[src/common/typec_consts.svh]
`ifndef TYPEC_CONSTS_SVH
`define TYPEC_CONSTS_SVH

// Transmit buffer entries
`define TYPEC_FIFO_DEPTH 8

// Line value of the bit that follows the lead cycle
`define TYPEC_SYNC_BIT 1'b1

// Idle cycles with fire low before a new frame may start
`define TYPEC_GAP_CYCLES 2

`endif

[src/common/typec_pkg.sv]
`default_nettype none

package typec_pkg;

    typedef logic [7:0] byte_t;      // One data byte on the line
    typedef logic [2:0] bit_cnt_t;   // Bit position within a byte
    typedef logic [3:0] fifo_ptr_t;  // Buffer pointer, MSB is the wrap bit

    typedef enum logic [2:0] {
        TX_IDLE,
        TX_LEAD,
        TX_SYNC,
        TX_DATA,
        TX_GAP
    } tx_state_t;

    // RX_BITS with the bit counter covers the eight per-bit states
    typedef enum logic [2:0] {
        RX_IDLE,
        RX_WAIT,
        RX_HUNT,
        RX_BITS,
        RX_DONE
    } rx_state_t;

endpackage

`default_nettype wire

[src/rtl/typec_tx_buf.sv]
`timescale 1ns/1ps
`default_nettype none

`include "typec_consts.svh"

module typec_tx_buf
    import typec_pkg::*;
(
    input  logic  clk,
    input  logic  rst,
    input  logic  wr_en,
    input  byte_t wr_data,
    input  logic  pop,
    output byte_t rd_data,
    output logic  empty,
    output logic  full
);

    byte_t     mem [`TYPEC_FIFO_DEPTH];
    fifo_ptr_t wr_ptr;
    fifo_ptr_t rd_ptr;
    logic      do_wr;
    logic      do_rd;

    // Same index, different wrap bit means the buffer has lapped
    assign empty = (wr_ptr == rd_ptr);
    assign full  = (wr_ptr[3] != rd_ptr[3]) && (wr_ptr[2:0] == rd_ptr[2:0]);

    assign do_wr = wr_en && !full;  // Writes while full are lost
    assign do_rd = pop && !empty;

    assign rd_data = mem[rd_ptr[2:0]];  // Head always visible

    always_ff @(posedge clk or posedge rst) begin
        if (rst) begin
            wr_ptr <= '0;
        end else if (do_wr) begin
            wr_ptr <= wr_ptr + 4'd1;
        end
    end

    always_ff @(posedge clk or posedge rst) begin
        if (rst) begin
            rd_ptr <= '0;
        end else if (do_rd) begin
            rd_ptr <= rd_ptr + 4'd1;
        end
    end

    always_ff @(posedge clk) begin
        if (do_wr) begin
            mem[wr_ptr[2:0]] <= wr_data;
        end
    end

endmodule

`default_nettype wire

[src/typec_txf/typec_txf.sv]
`timescale 1ns/1ps
`default_nettype none

`include "typec_consts.svh"

module typec_txf
    import typec_pkg::*;
(
    input  logic  clk,
    input  logic  rst,
    input  logic  empty,
    input  byte_t rd_data,
    output logic  pop,
    output logic  line_din,
    output logic  line_fire
);

    tx_state_t state;
    byte_t     shreg;
    bit_cnt_t  cnt;
    logic      take_first;
    logic      take_next;

    // A frame starts from idle; a following byte is taken while bit 1 is out
    assign take_first = (state == TX_IDLE) && !empty;
    assign take_next  = (state == TX_DATA) && (cnt == 3'd1) && !empty;
    assign pop        = take_first || take_next;

    // The byte on the line keeps its bit 0 in line_din when the next one loads
    always_ff @(posedge clk) begin
        if (pop) begin
            shreg <= rd_data;
        end
    end

    // State names what the line shows in the current cycle
    always_ff @(posedge clk or posedge rst) begin
        if (rst) begin
            state     <= TX_IDLE;
            cnt       <= '0;
            line_din  <= 1'b0;
            line_fire <= 1'b0;
        end else begin
            case (state)
                TX_IDLE: begin
                    if (take_first) begin
                        state     <= TX_LEAD;
                        line_fire <= 1'b1;
                        line_din  <= 1'b0;  // Lead cycle
                    end
                end
                TX_LEAD: begin
                    state    <= TX_SYNC;
                    line_din <= `TYPEC_SYNC_BIT;
                end
                TX_SYNC: begin
                    state    <= TX_DATA;
                    cnt      <= 3'd7;
                    line_din <= shreg[7];  // MSB first
                end
                TX_DATA: begin
                    if (cnt != 3'd0) begin
                        cnt      <= cnt - 3'd1;
                        line_din <= shreg[cnt - 3'd1];
                        if ((cnt == 3'd1) && !take_next) begin
                            line_fire <= 1'b0;  // Last bit of the frame
                        end
                    end else if (line_fire) begin
                        // Next byte follows back to back
                        cnt      <= 3'd7;
                        line_din <= shreg[7];
                    end else begin
                        state    <= TX_GAP;
                        line_din <= 1'b0;
                        cnt      <= bit_cnt_t'(`TYPEC_GAP_CYCLES - 1);
                    end
                end
                TX_GAP: begin
                    if (cnt == 3'd0) begin
                        state <= TX_IDLE;
                    end else begin
                        cnt <= cnt - 3'd1;
                    end
                end
                default: begin
                    state     <= TX_IDLE;
                    line_fire <= 1'b0;
                    line_din  <= 1'b0;
                end
            endcase
        end
    end

endmodule

`default_nettype wire

[src/typec_rxf/typec_rxf.sv]
`timescale 1ns/1ps
`default_nettype none

`include "typec_consts.svh"

module typec_rxf
    import typec_pkg::*;
(
    input  logic  clk,
    input  logic  rst,
    input  logic  din,
    input  logic  fire,
    output byte_t dout,
    output logic  byte_valid,
    output logic  frame_end
);

    rx_state_t  state;
    rx_state_t  next_state;
    bit_cnt_t   cnt;
    logic [6:0] hold;
    logic       last_bit;

    assign last_bit = (state == RX_BITS) && (cnt == 3'd0);

    always_ff @(posedge clk or posedge rst) begin
        if (rst) begin
            state <= RX_IDLE;
        end else begin
            state <= next_state;
        end
    end

    always_comb begin
        next_state = state;
        case (state)
            RX_IDLE: next_state = RX_WAIT;
            RX_WAIT: begin
                if (fire) begin
                    next_state = RX_HUNT;
                end
            end
            RX_HUNT: begin
                if (din == `TYPEC_SYNC_BIT) begin
                    next_state = RX_BITS;
                end
            end
            RX_BITS: begin
                if (last_bit && !fire) begin
                    next_state = RX_DONE;  // Fire low on bit 0 ends the frame
                end
            end
            RX_DONE: next_state = RX_WAIT;
            default: next_state = RX_IDLE;
        endcase
    end

    // Counts 7 down to 0 through each byte, restarts while fire holds
    always_ff @(posedge clk or posedge rst) begin
        if (rst) begin
            cnt <= '0;
        end else if ((state == RX_HUNT) || last_bit) begin
            cnt <= 3'd7;
        end else if (state == RX_BITS) begin
            cnt <= cnt - 3'd1;
        end
    end

    // First seven bits of a byte, MSB first
    always_ff @(posedge clk) begin
        if ((state == RX_BITS) && !last_bit) begin
            hold <= {hold[5:0], din};
        end
    end

    always_ff @(posedge clk or posedge rst) begin
        if (rst) begin
            dout       <= '0;
            byte_valid <= 1'b0;
            frame_end  <= 1'b0;
        end else begin
            byte_valid <= last_bit;
            frame_end  <= (state == RX_DONE);
            if (last_bit) begin
                dout <= {hold, din};  // Eighth bit taken straight off the line
            end else if ((state == RX_IDLE) || (state == RX_DONE)) begin
                dout <= '0;
            end
        end
    end

endmodule

`default_nettype wire

[src/rtl/typec_link.sv]
`timescale 1ns/1ps
`default_nettype none

module typec_link
    import typec_pkg::*;
(
    input  logic  clk,
    input  logic  rst,
    input  logic  wr_en,
    input  byte_t wr_data,
    output logic  full,
    output logic  line_din,
    output logic  line_fire,
    output byte_t rx_data,
    output logic  rx_valid,
    output logic  rx_end
);

    byte_t buf_data;
    logic  buf_empty;
    logic  buf_pop;

    typec_tx_buf u_tx_buf (
        .clk     (clk),
        .rst     (rst),
        .wr_en   (wr_en),
        .wr_data (wr_data),
        .pop     (buf_pop),
        .rd_data (buf_data),
        .empty   (buf_empty),
        .full    (full)
    );

    typec_txf u_txf (
        .clk       (clk),
        .rst       (rst),
        .empty     (buf_empty),
        .rd_data   (buf_data),
        .pop       (buf_pop),
        .line_din  (line_din),
        .line_fire (line_fire)
    );

    // Loopback, the line is also exported for observation
    typec_rxf u_rxf (
        .clk        (clk),
        .rst        (rst),
        .din        (line_din),
        .fire       (line_fire),
        .dout       (rx_data),
        .byte_valid (rx_valid),
        .frame_end  (rx_end)
    );

endmodule

`default_nettype wire

[config.mk]
export PLATFORM = sky130hd
export DESIGN_NAME = typec_link
export DESIGN_NICKNAME = d
export VERILOG_FILES = /design/src/common/typec_pkg.sv /design/src/rtl/typec_tx_buf.sv /design/src/typec_txf/typec_txf.sv /design/src/typec_rxf/typec_rxf.sv /design/src/rtl/typec_link.sv
export VERILOG_INCLUDE_DIRS = /design/src /design/src/common
export SDC_FILE = /design/constraint.sdc
export NUM_CORES = 1
export LEC_CHECK = 0
export BUFFER_PORTS_ARGS = -buffer_cell sky130_fd_sc_hd__clkbuf_2
export CAP_MARGIN = 20
export CORE_MARGIN = 2
export CORE_UTILIZATION = 50
export DETAILED_ROUTE_END_ITERATION = 8
export PLACE_DENSITY = 0.67
export SYNTH_ARGS = -nofsm -noshare
export SYNTH_HDL_FRONTEND = slang
export SYNTH_SLANG_ARGS = --single-unit
export TNS_END_PERCENT = 20
[constraint.sdc]
create_clock -name clk -period 3.3 [get_ports clk]
set_input_delay 0.33 -clock clk [delete_from_list [all_inputs] [get_ports clk]]
set_output_delay 0.33 -clock clk [all_outputs]
set_load 0.005 [all_outputs]
==> summary.md, run 1 <==
| Metric | Value |
|---|---|
| Area growth, synth to finish | 9.346% |
| Max Slew Vio Count | 0 |
| Worst rel slew slack | 33.47% |
| Clk pwr share | 17.3% |
| Initial antenna violation count | 0 |
| CTS tree | done |
| Routed Wire Length | ~8.1 mm |
| Fillers | slightly above 700 |
| Nets | 345 |
| H-Tree Depth | 3 |
| Post-synth EDFFs | 79 |
| Largest net degree at the start of global routing | 33 |
| Core Area | between 9000 and 10000 sq um |
| CTS buffer count | 9 |
| Clk buf depth | 2 |
| Placer Congestion | 0.7967 |
| Leak | 0.001858 uW |
| Most used DFF post-synth | edfxtp_1 |
| CTS sink cnt | 111 |
| Detail Route Antenna Nets | 0 |
| Sequential fraction of the synthesis area | just under 70% |
| Largest area contributor in the netlist | edfxtp_1 |
| Reg power frac | approximately 49% |
| Layout Skew | 12.46 ps |
| F_max | between 400 and 500 MHz |
| Reg2Reg Launch Point | u_tx_buf.wr_ptr[2]$_DFFE_PP0P_ |
| Die W | just over 100 um |
| Total GRT Usage | ~18% |
| Top-level I/O count | 24 |
| Post-synth ARST share | around 29% |
| Max Cap Viol | 0 |
| Hold-fix buffer count after cts | 0 |
| Setup TNS | 0 ps |
| CTS Root Cell | clkbuf_8 |
| Vias in the first global route | around 2500 |
| Area post-placement | 4918 sq um |
| Switching Share | about a third |
| Post-CTS setup buffer count | 0 |
| First-pass GRT wire length | approximately 13 mm |
| Initial DRC Count | roughly 70 |
| CP max FO | 8 |
| Setup CP Type | reg2reg |
| Critical Path Start Type | flip-flop |
| Number of diodes | 0 |
| Fin. Hold Viols | 0 |
| Via-to-Cell Ratio | around 5.6 |
| Post-DP HPWL | around 5.4 mm |
| Post-synth top area share | approximately 51% |
| Drt drc | 0 |
| Post-CTS resize count | 0 |
| Hold crit path type | in2async |
| Row count | 35 |
| Min Tclk post-route | 2436 ps |
| Final Instance Area | 5124 sq um |
| Starting density of the core | between 50% and 60% |
| Post-Syn Instances | 298 |
| Die area | 10160 sq um |
| NetSw | 1544 uW |
| #FFs+latches synth | roughly 110 |
| Yosys warns | 0 |
| Layout Cells excl Fill | 443 |
| Die Y | 100.8 um |
| Int Pwr | 2949 uW |
| Net count after synthesis | about 320 |
| R2R Setup Slk | 860 ps |
| Status | finished, final reports clean |
| Placed cell count | 424 |
| R2R depth | 5 |
| Layout cells sized above 1 | 26.51% |
| Tightest Pin Transition | between 900 and 1000 ps |
| Critical path required time | 3380 ps |
| WP data arrival | 2520 ps |
| Clk_lat worst skew | between 300 and 400 ps |
| Power per standard cell area | 877.0 nW/um^2 |
| Peak VDD IR | 397.4 uV |
| Total gr overflow | 0 |
| First-pass detailed-route iteration total | 4 |
| Synth top area cells | edfxtp_1 (51%), dfrtp_1 (17%), mux4_2 (8.2%), nand2_1 (2.2%), mux2_2 (2.2%) |
| Period utilisation layout | between 70% and 80% |
| Port Buffers | 23 |
| Total number of vias | ~2500 |
| Setup-failing EPs final | 0 |
| Endpoint class of the critical path | flip-flop |
| Avg Synthesized Cell Area | approximately 16 sq um |
| Clock-pin slew on the worst setup and hold paths | around 110 ps |
| Mapped Area | 4686 sq um |
| Routed wire per std cell | between 15 and 20 um |
| RSZ-0062 raised after global routing | false |
| Netlist cell types | 50 |
| Combinational Power Share | around a third |
| R2r endpoint | u_tx_buf.mem[4][3]$_DFFE_PP_ |
-- kinds of logic (layout without fill, tap and decap cells) --
| kind of cell | Yosys count | in the layout | synth area share (%) |
|---|---|---|---|
| simple gates | 75 | 75 | 8.144 |
| buf+inv | 26 | 60 | 2.724 |
| flops | 111 | 111 | 67.72 |
| compound gates | 42 | 42 | 6.169 |
| mux | 28 | 28 | 11.14 |
| fa+ha+maj | 7 | 7 | 1.869 |
| xor+xnor | 9 | 9 | 2.243 |
-- power groups by stage --
stage	logic [uW]	clock network [uW]	registers [uW]
global route	1700	844	2240
floorplan	1270	0	2090
finish	1530	779	2190
detailed placement	1550	0	2220
CTS	1550	802	2190
global placement	1510	0	2200
-- area by class of cell --
| cell class | instances | area, sq um | share of cell area [%] |
|---|---|---|---|
| Clock buffer | 9 | 123.9 | 2.418 |
| Sequential cell | 111 | 3173 | 61.93 |
| Timing Repair Buffer | 33 | 182.7 | 3.565 |
| Inverter | 11 | 41.29 | 0.8059 |
| Multi-Input combinational cell | 161 | 1398 | 27.28 |
| Tap cell | 111 | 138.9 | 2.711 |
| Clock inverter | 7 | 66.31 | 1.294 |
-- per-stage QoR --
stage | power [uW] | utilization, % | worst slack (ps) | hold slack [ps]
after global routing | 4785 | 55.98 | 693.4 | 33.37
final | 4494 | 55.98 | 863.7 | 11.35
after detailed placement | 3766 | 53.74 | 542.0 | 432.0
after floorplan | 3358 | - | 993.6 | 426.0
after global placement | 3709 | 53.74 | 748.3 | 424.9
after CTS | 4543 | 55.82 | 524.7 | 15.59
-- per-layer routing --
metal	wire (um)	GRT usage (%)	vias up	share of wire (%)
met5	0	0	-	0
met4	145	6.955	0	1.8
met3	227	3.606	9	2.8
met2	4248	30.82	45	52
met1	3485	21.60	1241	43
li1	-	-	1185	-
-- placed cells by master, fill, tap and decap left out, drive strengths merged, types with 3 or more instances in the layout --
cell type / synthesis / routed
nor2: 12 / 12
nor3b: 4 / 4
nor3: 8 / 8
nand2: 29 / 29
clkbuf: 8 / 32
o22ai: 3 / 3
xnor2: 5 / 5
a21oi: 12 / 12
xor2: 4 / 4
inv: 11 / 14
buf: 7 / 10
ha: 7 / 7
dfrtp: 32 / 32
o21ai: 12 / 12
or2: 4 / 4
mux2: 10 / 10
edfxtp: 79 / 79
nand3: 3 / 3
nor2b: 3 / 3
mux4: 18 / 18
-- cell usage after synthesis, types with 2 or more instances --
cell and instances:
edfxtp_1 79, dfrtp_1 32, nand2_1 28, mux4_2 17, nor2_1 12, o21ai_0 12
a21oi_1 11, inv_1 11, mux2_2 9, clkbuf_1 8, nor3_1 8, ha_1 7
xnor2_1 5, or2_2 4, buf_2 3, buf_6 3, nand3_1 3, nor2b_1 3
nor3b_1 3, o22ai_1 3, a221oi_1 2, and3_1 2, nand2b_1 2, nor4b_1 2
o2bb2ai_1 2, o31ai_1 2, xor2_1 2
-- how the worst max path moves through the flow --
stage	startpoint	to	slack, ps	depth (start not counted)
floorplan	u_tx_buf.wr_ptr[2]$_DFFE_PP0P_	u_tx_buf.mem[2][0]$_DFFE_PP_	990	5
global placement	u_tx_buf.wr_ptr[2]$_DFFE_PP0P_	u_tx_buf.mem[0][1]$_DFFE_PP_	750	4
detailed placement	u_tx_buf.wr_ptr[2]$_DFFE_PP0P_	u_tx_buf.mem[0][1]$_DFFE_PP_	540	4
CTS	u_tx_buf.wr_ptr[2]$_DFFE_PP0P_	u_tx_buf.mem[0][3]$_DFFE_PP_	520	4
global route	u_tx_buf.wr_ptr[2]$_DFFE_PP0P_	u_tx_buf.mem[4][0]$_DFFE_PP_	690	5
finish	u_tx_buf.wr_ptr[2]$_DFFE_PP0P_	u_tx_buf.mem[4][3]$_DFFE_PP_	860	5
-- worst max-delay path: stages (launching register included) --
cell,delay (ps)
dfrtp_1,520
xor2_1,380
o41ai_4,160
or2_2,360
nor3_1,450
buf_2,290
-- state kept, by name, indices dropped and copies added, names as in the netlist --
signal            flops
u_rxf.byte_valid      1
u_rxf.cnt             3
u_rxf.dout            8
u_rxf.frame_end       1
u_rxf.hold            7
u_rxf.state           3
u_tx_buf.mem         64
u_tx_buf.rd_ptr       4
u_tx_buf.wr_ptr       4
u_txf.cnt             3
u_txf.line_din        1
u_txf.line_fire       1
u_txf.shreg           8
u_txf.state           3
No activity file was read; power rests on OpenSTA's default activity.
==> inputs of run 2 (changes only) <==
PLACE_DENSITY = 0.7   (was 0.67)
clock period = 1.9 ns   (was 3.3 ns; I/O delays follow)
==> run 2 against run 1 <==
Net effect: cell area rose by 6.4%; routed wire length fell by 1.3%; global-route usage fell by 0.41 points; hold slack improved by 86 ps; via count rose by 3.3%; register-to-register slack got worse by 810 ps; non-clock buffer count rose by 26; clock skew rose by 4.9 ps; first-iteration DRC count rose by 140%; largest cell class unchanged; highest routed layer unchanged.
==> summary.md, run 2 (synthesized netlist as in run 1, its figures left out) <==
| Metric | Value |
|---|---|
| Status | finished, final reports clean |
| Starting density of the core | 51.20% |
| Max FFs per register | 64 |
| Overall power | roughly 8500 uW |
| Power per standard cell area | approximately 1600 nW/um^2 |
| CTS sink cnt | 111 |
| Worst setup path startpoint | u_txf.cnt[1]$_DFFE_PP0P_ |
| Final core utilization | between 50% and 60% |
| Max Cap Viol | 0 |
| Critical Path Start Type | flip-flop |
| Die Y | 100.8 um |
| Setup CP Type | reg2reg |
| Worst rel slew slack | 71.83% |
| Peak VDD IR | 649.2 uV |
| Layout cells sized above 1 | between 30% and 40% |
| Endpoint class of the critical path | flip-flop |
| Initial DRC Count | approximately 170 |
| Port Buffers | 23 |
| Max Slew Vio Count | 0 |
| CTS buffer count | 9 |
| Leak | 0.002019 uW |
| RSZ-0062 raised after global routing | true |
| Number of diodes | 0 |
| Critical path required time | 2160 ps |
| First-pass GRT wire length | 13.05 mm |
| CP max FO | 2 |
| Die W | just over 100 um |
| Initial antenna violation count | 0 |
| Total gr overflow | 0 |
| First-pass detailed-route iteration total | 5 |
| CTS Root Cell | clkbuf_8 |
| R2R Setup Slk | approximately 57 ps |
| Row count | 35 |
| Hold crit path type | in2reg |
| Area growth, synth to finish | 16.37% |
| CTS tree | done |
| Clk_lat worst skew | around 380 ps |
| Total GRT Usage | ~17% |
| Setup TNS | 0 ps |
| Tightest Pin Transition | around 420 ps |
| Post-DP HPWL | around 5.4 mm |
| Reg2Reg Launch Point | u_txf.cnt[1]$_DFFE_PP0P_ |
| Vias in the first global route | roughly 2600 |
| R2r endpoint | u_txf.line_din$_DFFE_PP0P_ |
| R2R depth | 6 |
| F_max | 542.7 MHz |
| Worst Setup EP | u_txf.line_din$_DFFE_PP0P_ |
| Most common cell after layout, fill and taps aside | edfxtp_1 |
| WP data arrival | around 2100 ps |
| Routed Wire Length | 8.004 mm |
| Placer Congestion | slightly below 0.9 |
| Drt drc | 0 |
| Core Area | 9153 sq um |
| Fin. Hold Viols | 0 |
| Layout Skew | about 17 ps |
| Die area | a little over 10000 sq um |
| Top-level I/O count | 24 |
| Period utilisation layout | a little over nine tenths |
| Most frequent cells in the layout | edfxtp_1 (79), buf_4 (34), dfrtp_1 (30) |
| Total number of vias | 2563 |
| Nets | ~370 |
| Min Tclk post-route | 1843 ps |
| Clk buf depth | 2 |
| Clock-pin slew on the worst setup and hold paths | 110 ps |
| Detail Route Antenna Nets | 0 |
| Setup-failing EPs final | 0 |
| Via-to-Cell Ratio | between 5 and 6 |
| Routed wire per std cell | approximately 17 um |
| H-Tree Depth | 3 |
| Largest net degree at the start of global routing | 33 |
## run 2: routing by layer
metal  routed length, um  up-vias  GRT usage (%)
li1                    -     1236              -
met1                3641     1277          22.40
met2                4033       38          28.51
met3                 209       12          4.092
met4                 120        0          6.322
met5                   0        -              0
## run 2: critical path, cell delays in order, from the launching register on
cell and delay [ps]:
dfrtp_1 370, inv_1 80, ha_4 280, mux4_2 510, nor3b_2 180, o31ai_1 90
o221a_2 230
## run 2: cell type report
cell class	count	area (sq um)
multi-input combinational	161	1464
inverter	11	45.04
clock inverter	7	105.1
fill	712	3700
timing repair buffer	59	400.4
clock buffer	9	123.9
sequential	111	3176
tap	111	138.9
## run 2: power breakdown
part           switching [uW]  total (uW)  internal, uW  leakage [uW]
clock network             866        1540           670      0.000116
logic                    1590        3230          1640      0.000803
registers                 380        3720          3340       0.00110
total                    2830        8490          5660       0.00202
## run 2: repair_timing
action	CTS	global route
resized for setup	3	7
setup buffers	0	2
setup endpoints to repair	24	32
pin swaps	0	6
hold buffers	1	0
hold endpoints to repair	32	0
## run 2: through the flow
stage	hold slack (ps)	instances	area (sq um)	setup WS, ps
after floorplan	288.9	298	4716	-334.0
after global placement	278.2	450	5156	18.71
after detailed placement	300.4	450	5156	-64.39
after CTS	77.81	467	5409	-0.3111
after global routing	80.48	469	5453	-54.19
final	97.29	469	5453	57.41
## run 2: worst min-delay path by stage
stage,from,end,depth (start not counted)
2_1_floorplan,wr_data[0],u_tx_buf.mem[0][0]$_DFFE_PP_,0
6_report,wr_data[0],u_tx_buf.mem[3][0]$_DFFE_PP_,1
4_1_cts,wr_data[0],u_tx_buf.mem[6][0]$_DFFE_PP_,1
3_5_place_dp,rst,u_tx_buf.rd_ptr[3]$_DFFE_PP0P_,3
5_1_grt,wr_data[0],u_tx_buf.mem[3][0]$_DFFE_PP_,1
3_3_place_gp,rst,u_tx_buf.rd_ptr[3]$_DFFE_PP0P_,3
